===== src/soc_io_consts.svh =====
`ifndef SOC_IO_CONSTS_SVH
`define SOC_IO_CONSTS_SVH

// ---------------------------------------------------------------------
// Device I/O system constants
// ---------------------------------------------------------------------

// Processor word, both address and data
`define SOC_XLEN 32

// Register address width of the SD-card SPI controller
`define SOC_AXI_ADDR_W 7

// Extra cycles the system reset is held after the user reset drops
`define SOC_RST_STRETCH 5

// Device windows, selected by the top address byte
`define SOC_UART_PAGE 8'hC0  // 0xC000_0000 - 0xC0FF_FFFF
`define SOC_SPI_PAGE  8'hC2  // 0xC200_0000 - 0xC2FF_FFFF

// Width of the page field
`define SOC_PAGE_W 8

`endif


===== src/soc_io_pkg.sv =====
`default_nettype none

`include "soc_io_consts.svh"

package soc_io_pkg;

    // Word types of the device bus
    typedef logic [`SOC_XLEN-1:0]   xlen_t;     // Address or data word
    typedef logic [`SOC_XLEN/8-1:0] byte_en_t;  // One enable per byte lane

    // AXI4-Lite side
    typedef logic [`SOC_AXI_ADDR_W-1:0] axi_addr_t;  // Register offset in the controller
    typedef logic [1:0]                 axi_resp_t;  // OKAY, EXOKAY, SLVERR, DECERR

    // Window decode
    typedef logic [`SOC_PAGE_W-1:0] dev_page_t;  // Top address byte
    typedef logic [1:0]             uart_reg_t;  // Address bits 3 and 2

endpackage

`default_nettype wire


===== src/dev_bus_if.sv =====
`timescale 1ns/1ps
`default_nettype none

// One slave port of the processor device bus
interface dev_bus_if;
    import soc_io_pkg::*;

    logic     strobe;  // One-cycle request pulse
    xlen_t    addr;    // Held until ready
    logic     we;      // 1 = write
    byte_en_t be;
    xlen_t    wdata;
    xlen_t    rdata;   // Valid only with ready
    logic     ready;   // One-cycle completion pulse

    // Decoder side, next strobe only after ready
    modport master (
        output strobe, addr, we, be, wdata,
        input  rdata, ready
    );

    // Device side
    modport slave (
        input  strobe, addr, we, be, wdata,
        output rdata, ready
    );

endinterface

`default_nettype wire


===== src/io_reset_gen.sv =====
`timescale 1ns/1ps
`default_nettype none

`include "soc_io_consts.svh"

// Stretches the user reset so short button presses still clear the system
module io_reset_gen (
    input  wire  clk,
    input  wire  usr_reset,
    output logic rst_o
);

    logic [`SOC_RST_STRETCH-1:0] rst_sr;  // Ones shift out toward the MSB

    // ---------------------------------------------------------------------
    // Shift register
    // ---------------------------------------------------------------------
    always_ff @(posedge clk) begin
        if (usr_reset) begin
            rst_sr <= '1;                                       // Reload while held
        end else begin
            rst_sr <= {rst_sr[`SOC_RST_STRETCH-2:0], 1'b0};     // Shift in zeros
        end
    end

    // High as soon as the user reset rises, low after the last one leaves
    // the MSB, which is SOC_RST_STRETCH edges after usr_reset drops
    assign rst_o = usr_reset | rst_sr[`SOC_RST_STRETCH-1];

endmodule

`default_nettype wire


===== src/dev_decoder.sv =====
`timescale 1ns/1ps
`default_nettype none

`include "soc_io_consts.svh"

// Device window decode: UART at page C0, SPI bridge at page C2
module dev_decoder (
    // Processor device bus
    input  wire                        dev_strobe_i,
    input  wire soc_io_pkg::xlen_t     dev_addr_i,
    input  wire                        dev_we_i,
    input  wire soc_io_pkg::byte_en_t  dev_be_i,
    input  wire soc_io_pkg::xlen_t     dev_wdata_i,
    output soc_io_pkg::xlen_t          dev_rdata_o,
    output logic                       dev_ready_o,

    // UART register port
    output logic                       uart_en_o,
    output soc_io_pkg::uart_reg_t      uart_reg_o,
    output logic                       uart_we_o,
    output soc_io_pkg::byte_en_t       uart_be_o,
    output soc_io_pkg::xlen_t          uart_wdata_o,
    input  wire soc_io_pkg::xlen_t     uart_rdata_i,
    input  wire                        uart_ready_i,

    // Toward the AXI bridge
    dev_bus_if.master                  spi_bus
);
    import soc_io_pkg::*;

    dev_page_t page;      // Top address byte
    logic      uart_sel;
    logic      spi_sel;

    // ---------------------------------------------------------------------
    // Window select
    // ---------------------------------------------------------------------
    assign page     = dev_addr_i[`SOC_XLEN-1 -: `SOC_PAGE_W];
    assign uart_sel = (page == dev_page_t'(`SOC_UART_PAGE));
    assign spi_sel  = (page == dev_page_t'(`SOC_SPI_PAGE));

    // UART gets the strobe only inside its window
    assign uart_en_o    = dev_strobe_i & uart_sel;
    assign uart_reg_o   = dev_addr_i[3:2];   // Word index of the 4 registers
    assign uart_we_o    = dev_we_i;
    assign uart_be_o    = dev_be_i;
    assign uart_wdata_o = dev_wdata_i;

    // Same steering for the SPI side
    assign spi_bus.strobe = dev_strobe_i & spi_sel;
    assign spi_bus.addr   = dev_addr_i;  // Bridge keeps the low bits
    assign spi_bus.we     = dev_we_i;
    assign spi_bus.be     = dev_be_i;
    assign spi_bus.wdata  = dev_wdata_i;

    // ---------------------------------------------------------------------
    // Return path
    // ---------------------------------------------------------------------
    always_comb begin
        if (uart_sel) begin
            dev_rdata_o = uart_rdata_i;
            dev_ready_o = uart_ready_i;
        end else if (spi_sel) begin
            dev_rdata_o = spi_bus.rdata;
            dev_ready_o = spi_bus.ready;
        end else begin
            dev_rdata_o = '0;    // Unmapped page never completes
            dev_ready_o = 1'b0;
        end
    end

endmodule

`default_nettype wire


===== src/dev_axi_bridge.sv =====
`timescale 1ns/1ps
`default_nettype none

`include "soc_io_consts.svh"

// Device bus slave to AXI4-Lite master, one transaction at a time
module dev_axi_bridge (
    input  wire                         clk,
    input  wire                         rst_i,
    dev_bus_if.slave                    spi_bus,

    // Write address channel
    output soc_io_pkg::axi_addr_t       axi_awaddr_o,
    output logic                        axi_awvalid_o,
    input  wire                         axi_awready_i,
    // Write data channel
    output soc_io_pkg::xlen_t           axi_wdata_o,
    output soc_io_pkg::byte_en_t        axi_wstrb_o,
    output logic                        axi_wvalid_o,
    input  wire                         axi_wready_i,
    // Write response channel
    input  wire soc_io_pkg::axi_resp_t  axi_bresp_i,
    input  wire                         axi_bvalid_i,
    output logic                        axi_bready_o,
    // Read address channel
    output soc_io_pkg::axi_addr_t       axi_araddr_o,
    output logic                        axi_arvalid_o,
    input  wire                         axi_arready_i,
    // Read data channel
    input  wire soc_io_pkg::xlen_t      axi_rdata_i,
    input  wire soc_io_pkg::axi_resp_t  axi_rresp_i,
    input  wire                         axi_rvalid_i,
    output logic                        axi_rready_o
);
    import soc_io_pkg::*;

    typedef enum logic [2:0] {
        S_IDLE,        // Waiting for a strobe
        S_WR_ADDR,     // AW and W outstanding
        S_WR_RESP,     // Waiting for B
        S_RD_ADDR,     // AR outstanding
        S_RD_RESP,     // Waiting for R
        S_DONE         // Ready pulse back to the device bus
    } state_t;

    state_t    state_q;
    logic      aw_pend_q;   // AW not yet accepted
    logic      w_pend_q;    // W not yet accepted
    logic      ar_pend_q;   // AR not yet accepted
    logic      aw_done;
    logic      w_done;

    axi_addr_t addr_q;      // Register offset of the request
    xlen_t     wdata_q;
    byte_en_t  be_q;
    xlen_t     rdata_q;     // Zero after a write
    axi_resp_t resp_q;      // Last B or R response

    // AW and W finish independently, either one may already be gone
    assign aw_done = ~aw_pend_q | axi_awready_i;
    assign w_done  = ~w_pend_q | axi_wready_i;

    // ---------------------------------------------------------------------
    // Control FSM
    // ---------------------------------------------------------------------
    always_ff @(posedge clk) begin
        if (rst_i) begin
            state_q   <= S_IDLE;
            aw_pend_q <= 1'b0;
            w_pend_q  <= 1'b0;
            ar_pend_q <= 1'b0;
        end else begin
            case (state_q)
                S_IDLE: begin
                    if (spi_bus.strobe) begin
                        if (spi_bus.we) begin
                            state_q   <= S_WR_ADDR;
                            aw_pend_q <= 1'b1;   // Both valids rise together
                            w_pend_q  <= 1'b1;
                        end else begin
                            state_q   <= S_RD_ADDR;
                            ar_pend_q <= 1'b1;
                        end
                    end
                end
                S_WR_ADDR: begin
                    if (axi_awready_i) aw_pend_q <= 1'b0;
                    if (axi_wready_i)  w_pend_q  <= 1'b0;
                    if (aw_done && w_done) state_q <= S_WR_RESP;
                end
                S_WR_RESP: begin
                    if (axi_bvalid_i) state_q <= S_DONE;  // bready is high here
                end
                S_RD_ADDR: begin
                    if (axi_arready_i) begin
                        ar_pend_q <= 1'b0;
                        state_q   <= S_RD_RESP;
                    end
                end
                S_RD_RESP: begin
                    if (axi_rvalid_i) state_q <= S_DONE;  // rready is high here
                end
                S_DONE:  state_q <= S_IDLE;
                default: state_q <= S_IDLE;
            endcase
        end
    end

    // ---------------------------------------------------------------------
    // Payload capture
    // ---------------------------------------------------------------------
    always_ff @(posedge clk) begin
        if (state_q == S_IDLE && spi_bus.strobe) begin
            addr_q  <= spi_bus.addr[`SOC_AXI_ADDR_W-1:0];  // Low bits only
            wdata_q <= spi_bus.wdata;
            be_q    <= spi_bus.be;
        end
        if (state_q == S_WR_RESP && axi_bvalid_i) begin
            rdata_q <= '0;
            resp_q  <= axi_bresp_i;
        end
        if (state_q == S_RD_RESP && axi_rvalid_i) begin
            rdata_q <= axi_rdata_i;
            resp_q  <= axi_rresp_i;
        end
    end

    // AXI outputs, held stable while the valids wait
    assign axi_awaddr_o  = addr_q;
    assign axi_awvalid_o = aw_pend_q;
    assign axi_wdata_o   = wdata_q;
    assign axi_wstrb_o   = be_q;
    assign axi_wvalid_o  = w_pend_q;
    assign axi_bready_o  = (state_q == S_WR_RESP);
    assign axi_araddr_o  = addr_q;
    assign axi_arvalid_o = ar_pend_q;
    assign axi_rready_o  = (state_q == S_RD_RESP);

    // Completion, SLVERR and DECERR give back zero
    assign spi_bus.ready = (state_q == S_DONE);
    assign spi_bus.rdata = resp_q[1] ? '0 : rdata_q;

endmodule

`default_nettype wire


===== src/soc_io_top.sv =====
`timescale 1ns/1ps
`default_nettype none

// Device I/O slice: reset stretcher, window decoder and SPI-side AXI bridge
module soc_io_top (
    input  wire                         clk,
    input  wire                         usr_reset,

    // Processor device bus
    input  wire                         dev_strobe_i,
    input  wire soc_io_pkg::xlen_t      dev_addr_i,
    input  wire                         dev_we_i,
    input  wire soc_io_pkg::byte_en_t   dev_be_i,
    input  wire soc_io_pkg::xlen_t      dev_wdata_i,
    output soc_io_pkg::xlen_t           dev_rdata_o,
    output logic                        dev_ready_o,

    // UART register port
    output logic                        uart_en_o,
    output soc_io_pkg::uart_reg_t       uart_reg_o,
    output logic                        uart_we_o,
    output soc_io_pkg::byte_en_t        uart_be_o,
    output soc_io_pkg::xlen_t           uart_wdata_o,
    input  wire soc_io_pkg::xlen_t      uart_rdata_i,
    input  wire                         uart_ready_i,

    // AXI4-Lite master toward the SD-card SPI controller
    output soc_io_pkg::axi_addr_t       axi_awaddr_o,
    output logic                        axi_awvalid_o,
    input  wire                         axi_awready_i,
    output soc_io_pkg::xlen_t           axi_wdata_o,
    output soc_io_pkg::byte_en_t        axi_wstrb_o,
    output logic                        axi_wvalid_o,
    input  wire                         axi_wready_i,
    input  wire soc_io_pkg::axi_resp_t  axi_bresp_i,
    input  wire                         axi_bvalid_i,
    output logic                        axi_bready_o,
    output soc_io_pkg::axi_addr_t       axi_araddr_o,
    output logic                        axi_arvalid_o,
    input  wire                         axi_arready_i,
    input  wire soc_io_pkg::xlen_t      axi_rdata_i,
    input  wire soc_io_pkg::axi_resp_t  axi_rresp_i,
    input  wire                         axi_rvalid_i,
    output logic                        axi_rready_o,

    // Stretched system reset
    output logic                        rst_o
);

    logic      sys_rst;   // Stretched reset for the whole slice
    dev_bus_if spi_bus(); // Decoder to bridge

    // ---------------------------------------------------------------------
    // Reset and decode
    // ---------------------------------------------------------------------
    io_reset_gen i_io_reset_gen (.clk(clk), .usr_reset(usr_reset), .rst_o(sys_rst));

    assign rst_o = sys_rst;  // Shared with the external controllers

    dev_decoder i_dev_decoder (
        .dev_strobe_i (dev_strobe_i),  .dev_addr_i   (dev_addr_i),
        .dev_we_i     (dev_we_i),      .dev_be_i     (dev_be_i),
        .dev_wdata_i  (dev_wdata_i),   .dev_rdata_o  (dev_rdata_o),
        .dev_ready_o  (dev_ready_o),   .uart_en_o    (uart_en_o),
        .uart_reg_o   (uart_reg_o),    .uart_we_o    (uart_we_o),
        .uart_be_o    (uart_be_o),     .uart_wdata_o (uart_wdata_o),
        .uart_rdata_i (uart_rdata_i),  .uart_ready_i (uart_ready_i),
        .spi_bus      (spi_bus)
    );

    // ---------------------------------------------------------------------
    // SPI window bridge
    // ---------------------------------------------------------------------
    dev_axi_bridge i_dev_axi_bridge (
        .clk           (clk),            .rst_i         (sys_rst),
        .spi_bus       (spi_bus),
        .axi_awaddr_o  (axi_awaddr_o),   .axi_awvalid_o (axi_awvalid_o),
        .axi_awready_i (axi_awready_i),  .axi_wdata_o   (axi_wdata_o),
        .axi_wstrb_o   (axi_wstrb_o),    .axi_wvalid_o  (axi_wvalid_o),
        .axi_wready_i  (axi_wready_i),   .axi_bresp_i   (axi_bresp_i),
        .axi_bvalid_i  (axi_bvalid_i),   .axi_bready_o  (axi_bready_o),
        .axi_araddr_o  (axi_araddr_o),   .axi_arvalid_o (axi_arvalid_o),
        .axi_arready_i (axi_arready_i),  .axi_rdata_i   (axi_rdata_i),
        .axi_rresp_i   (axi_rresp_i),    .axi_rvalid_i  (axi_rvalid_i),
        .axi_rready_o  (axi_rready_o)
    );

endmodule

`default_nettype wire


===== config.mk =====
export PLATFORM = sky130hd
export DESIGN_NAME = soc_io_top
export DESIGN_NICKNAME = d
export VERILOG_FILES = /design/src/soc_io_pkg.sv /design/src/dev_bus_if.sv /design/src/io_reset_gen.sv /design/src/dev_decoder.sv /design/src/dev_axi_bridge.sv /design/src/soc_io_top.sv
export VERILOG_INCLUDE_DIRS = /design/src /design/src/src
export SDC_FILE = /design/constraint.sdc
export NUM_CORES = 1
export LEC_CHECK = 0
export BUFFER_PORTS_ARGS = -buffer_cell sky130_fd_sc_hd__buf_4
export CAP_MARGIN = 0
export CORE_MARGIN = 10
export CORE_UTILIZATION = 25
export DETAILED_ROUTE_END_ITERATION = 10
export RECOVER_POWER = 50
export SETUP_SLACK_MARGIN = 0.2
export SYNTH_ARGS = -nofsm -noshare
export SYNTH_HDL_FRONTEND = slang
export SYNTH_SLANG_ARGS = --single-unit

===== constraint.sdc =====
create_clock -name clk -period 6.6 [get_ports clk]
set_input_delay 0.66 -clock clk [delete_from_list [all_inputs] [get_ports clk]]
set_output_delay 0.66 -clock clk [all_outputs]
set_load 0.01 [all_outputs]

# == After elaboration in Yosys (flattened, before gate mapping) ==
# Index checks and enable logic that the tools add are counted.
# classes
eq_ne,16
muxes,27
bitwise,7
n_reduce_logical,12
# ops
cell,n
$mux W32,5
$eq A8 B8 Y1 const B,2
$mux W3,5
$pmux W3 S5,1
$ne A2 B2 Y1 const B,7
$reduce_and A4 Y1,3
$mux W1,10
$eq A3 B2 Y1 const B,2
$eq A3 B3 Y1 const B,2
$mux W2,3
$pmux W1 S2,3
$reduce_bool A2 Y1,3
$reduce_and A5 Y1,1
$logic_and A1 B1 Y1,4
$ne A2 B1 Y1 const B,2
$eq A3 B1 Y1 const B,1
$logic_not A3 Y1,1
$or A1 B1 Y1,3
$and A1 B1 Y1,2
$not A1 Y1,2
# word_totals
ff_bits,88
inputBits,146
output_inout_bits,129
wordCells,73

# == Logic depth before layout (Yosys ltp) ==
# logic_depth
ltp_word,5
depth_mapped,6
depth_no_buf,4

# == By module ==
# A second synthesis with hierarchy kept.
# unflattened
cells_unflattened,401
area_unflattened_um2,4919.7
# modules_own_cells
module,instances,cells_each,area_per_inst_um2,seq_area_each_um2
dev_axi_bridge,1,199,3178.0,2402.3
dev_decoder,1,192,1610.3,0.0
io_reset_gen,1,10,131.4,100.1

# == Worst setup path after synthesis ==
# Ideal clock, no wire load.
# synth_path
path_kind,input to register
startpoint,input dev_addr_i[27]
endpoint,"register i_dev_axi_bridge.addr_q[0], in the netlist i_dev_axi_bridge.axi_araddr_o[0], enable pin"
setup_ps,405
t_arrival_ps,2305
t_required_ps,6195
slack_ps,3890
cell_stages,3
n_path_buf,0
path_cell_list,nor4b_4 -> and4_4 -> and3_1
# synth_between
elab_chain_len,3
# synth_rtl
element,line_no,source
"start, declared",soc_io_top.sv:11,"input wire soc_io_pkg::xlen_t dev_addr_i,"
$eq A8 B8 Y1,dev_decoder.sv:40,assign spi_sel = (page == dev_page_t'(`SOC_SPI_PAGE));
$and A1 B1 Y1,dev_decoder.sv:50,assign spi_bus.strobe = dev_strobe_i & spi_sel;
$logic_and A1 B1 Y1,dev_axi_bridge.sv:113,if (state_q == S_IDLE && spi_bus.strobe) begin
"end signal, assigned",dev_axi_bridge.sv:114,addr_q <= spi_bus.addr[`SOC_AXI_ADDR_W-1:0];
"end, declared",dev_axi_bridge.sv:53,axi_addr_t addr_q;
# Every way passes these cells.
# A chain may end at the register's enable or synchronous reset.

# == Worst setup path after layout ==
# layout_path
startpoint,input dev_addr_i[27]
endpoint,output dev_rdata_o[2]
# layout_between
elab_chain_len,3
word_cells_on_any_way,4
cone_classes,eq/ne (2); mux (2)
# layout_rtl
element,line_no,source
$eq A8 B8 Y1,dev_decoder.sv:40,
$mux W32,dev_decoder.sv:63,end else if (spi_sel) begin
$mux W32 (*),dev_decoder.sv:60,if (uart_sel) begin
"end, declared",soc_io_top.sv:15,"output soc_io_pkg::xlen_t dev_rdata_o,"
# Every way passes the cells marked *; elsewhere a longest branch is shown, timed or not.

==> impl_metrics.py <==
metrics = {
    "outcome": {
        "status": "finished clean",
    },
    "detailed_routing": {
        "wire_per_inst_um": 18.0,
        "postRouteAntennaNets": 0,
        "via_per_inst": 4.38,
        "drc": 0,
        "vias": 2940,
        "routed_wl_um": 12100,
        "drtIter0Drc": 62,
        "dr.pass1.iters": 5,
    },
    "pwr": {
        "power.density_nw_per_um2": 213,
        "power_mw": 1.18,
        "leakage_nw": 2.28,
        "worst_ir_drop_vdd_mv": 0.0957,
    },
    "clock_network": {
        "clock_latency_ns": 0.34,
        "clkSinkCount": 87,
        "clock-root-buffer": "clkbuf_16",
        "clk_pin_slew_ns": 0.06,
        "cts_max_path_buffers": 2,
        "cts_made_buffers": 9,
        "post_cts_buffers": 0,
        "cts_tree": "done",
        "ctsResizeCount": 0,
        "hold_buffers": 0,
        "htree_levels": 3,
    },
    "timing": {
        "rsz0062_at_grt": "no",
        "worst_hold_slack_ns": 0.411,
        "maxSlewHeadroom": 0.140,
        "drv_slew": 0,
        "fin_skew_ns": 0.00829,
        "max_freq_ghz": 0.299,
        "min_period_ns": 3.34,
        "setup_viol": 0,
        "final.period_utilization": 0.507,
        "tightest_slew_ns": 1.29,
        "tns_ns": 0,
        "finalWorstSetupSlack_ns": 3.26,
        "hold_viol_final": 0,
    },
    "grt": {
        "grt_max_degree": 44,
        "grt_pass1_vias": 3375,
        "antenna_found_initial": 0,
        "grt_pass1_wl_um": 17900,
        "overflow": 0,
        "grt_usage": 0.113,
    },
    "critical_path": {
        "critPathKind": "primary input to output port",
        "cp.arrival_ns": 2.68,
        "cp_max_fo": 32,
        "crit_slowest_cell": "and2b_1",
        "required_ns": 5.94,
        "crit_chain": "buf_4 -> nor4b_4 -> and4_1 -> and2b_1 -> a22o_1 -> buf_4",
        "rrSetupSlack_ns": 4.37,
        "critPathMaxStageDelay_ns": 0.86,
        "end_kind": "output port",
        "worst_setup_path_start_kind": "primary input",
        "crit_top_cell": "buf_4",
    },
    "die": {
        "rows": 45,
        "design.core.area_um2": 15100,
        "die_w_um": 144,
        "start_util": 0.253,
        "top_level_ports": 275,
        "die_h_um": 144,
        "dieArea_um2": 20600,
    },
    "layout": {
        "final_cell_mix": "151 x buf_4, 77 x clkbuf_1, 76 x edfxtp_1, 33 x and3_1",
        "drive_above_1_share": 0.426,
        "seq_area_um2": 2500,
        "area_growth_pct": 45.3,
        "final_common_cell": "buf_4",
        "multiInputGateArea_um2": 851,
        "nets": 625,
        "fin_util": 0.368,
        "fill_cells": 1568,
        "n_antenna_cell": 0,
    },
    "logic_synthesis": {
        "synth_cells": 272,
        "seq_area_frac_synth": 0.655,
        "synth.distinct_cells": 36,
        "syn_nets": 418,
        "synth_area_um2": 3820,
        "postSynthAreaPerCell_um2": 14.0,
        "synth-seq-cells": 87,
        "yosysWarnings": 0,
    },
    "min_path": {
        "hp-class": "register to register",
    },
    "place": {
        "hpwl_um": 9690,
        "gp_congestion": 0.778,
        "pre_cts_slack_ns": 3.29,
        "portBuffers": 255,
    },
    "run": {
        "max-cap-violations": 0,
    },
}
cell type report:
type                    instances  area share
flip-flops and latches         87       0.451
clock inverters                 5      0.0106
repair buffers                258       0.298
inverters                       4     0.00271
multi-input cells             119       0.153
clock buffers                  11      0.0419
well taps                     188      0.0424
synth_stat cells:
cell type / instances / area share
nand2_1: 2 / 0.0020
o21ai_0: 2 / 0.0026
and2_1: 2 / 0.0033
nor4b_4: 1 / 0.0062
nor2_1: 7 / 0.0069
dfxtp_1: 11 / 0.058
inv_1: 4 / 0.0039
clkbuf_1: 5 / 0.0049
nand4_1: 2 / 0.0033
a221oi_1: 2 / 0.0046
and3_1: 34 / 0.056
nand2b_1: 3 / 0.0049
and2b_1: 1 / 0.0020
a22o_1: 32 / 0.073
buf_6: 4 / 0.012
o31ai_1: 1 / 0.0020
buf_4: 48 / 0.094
edfxtp_1: 76 / 0.60
a21oi_1: 5 / 0.0066
o311ai_0: 1 / 0.0023
mux2i_1: 2 / 0.0052
nand3_1: 1 / 0.0013
and4_4: 1 / 0.0029
nor4b_1: 1 / 0.0023
a41o_1: 1 / 0.0026
nor2b_1: 4 / 0.0066
a21o_1: 1 / 0.0020
o21a_1: 2 / 0.0039
or2_2: 5 / 0.0082
mux2_2: 1 / 0.0029
nor2_2: 1 / 0.0016
buf_2: 5 / 0.0066
nand4b_1: 1 / 0.0023
nor3_1: 1 / 0.0013
and4_1: 1 / 0.0023
nor3b_1: 1 / 0.0020
through the flow:
stage	std cells	area (um2)
final	672	5550
after floorplan	272	3820
after global placement	656	5550
after CTS	672	5840
after global routing	672	5550
after detailed placement	656	5550
where the power goes:
group          internal, mW  total (mW)  switching [mW]
Combinational        0.0543      0.0875          0.0332
Sequential            0.595       0.595        0.000291
Clock                 0.294       0.502           0.209
worst max-delay path, delay by kind of cell:
kind / cells / cell delay [ns]
buffers and inverters: 2 / 0.25
AOI/OAI and AO/OA: 1 / 0.27
and+or+nand+nor: 3 / 1.49
registers in the layout, indices dropped and copies added (netlist names):
register	count
i_dev_axi_bridge.rdata_q	32
i_dev_axi_bridge.axi_wvalid_o	1
i_dev_axi_bridge.resp_q	1
i_dev_axi_bridge.axi_wstrb_o	4
i_io_reset_gen.rst_sr	5
i_dev_axi_bridge.axi_awvalid_o	1
i_dev_axi_bridge.axi_araddr_o	7
i_dev_axi_bridge.state_q	3
i_dev_axi_bridge.axi_arvalid_o	1
i_dev_axi_bridge.axi_wdata_o	32
metal layers:
metal | vias to the layer above | track usage | wire length, um
met1 | 1360 | 0.110 | 4370
li1 | 1396 | - | -
met5 | - | 0 | 0
met3 | 10 | 0.0752 | 1760
met4 | 0 | 0.0376 | 157
met2 | 174 | 0.188 | 5780
logic make-up after synthesis:
group,share of synthesized area
buf+inv,0.122
mux,0.00819
compound gates,0.0999
simple gates,0.115
flops,0.655
worst paths after layout:
path / from / end / depth (start not counted)
worst min-delay path: i_io_reset_gen.rst_sr[3] / i_io_reset_gen.rst_sr[4] / 1
worst max-delay path: dev_addr_i[27] / dev_rdata_o[2] / 6
worst max register to register: i_dev_axi_bridge.state_q[0] / i_dev_axi_bridge.axi_araddr_o[4] / 3
worst min register to register: i_io_reset_gen.rst_sr[3] / i_io_reset_gen.rst_sr[4] / 1
No activity file was read; power rests on OpenSTA's default activity.
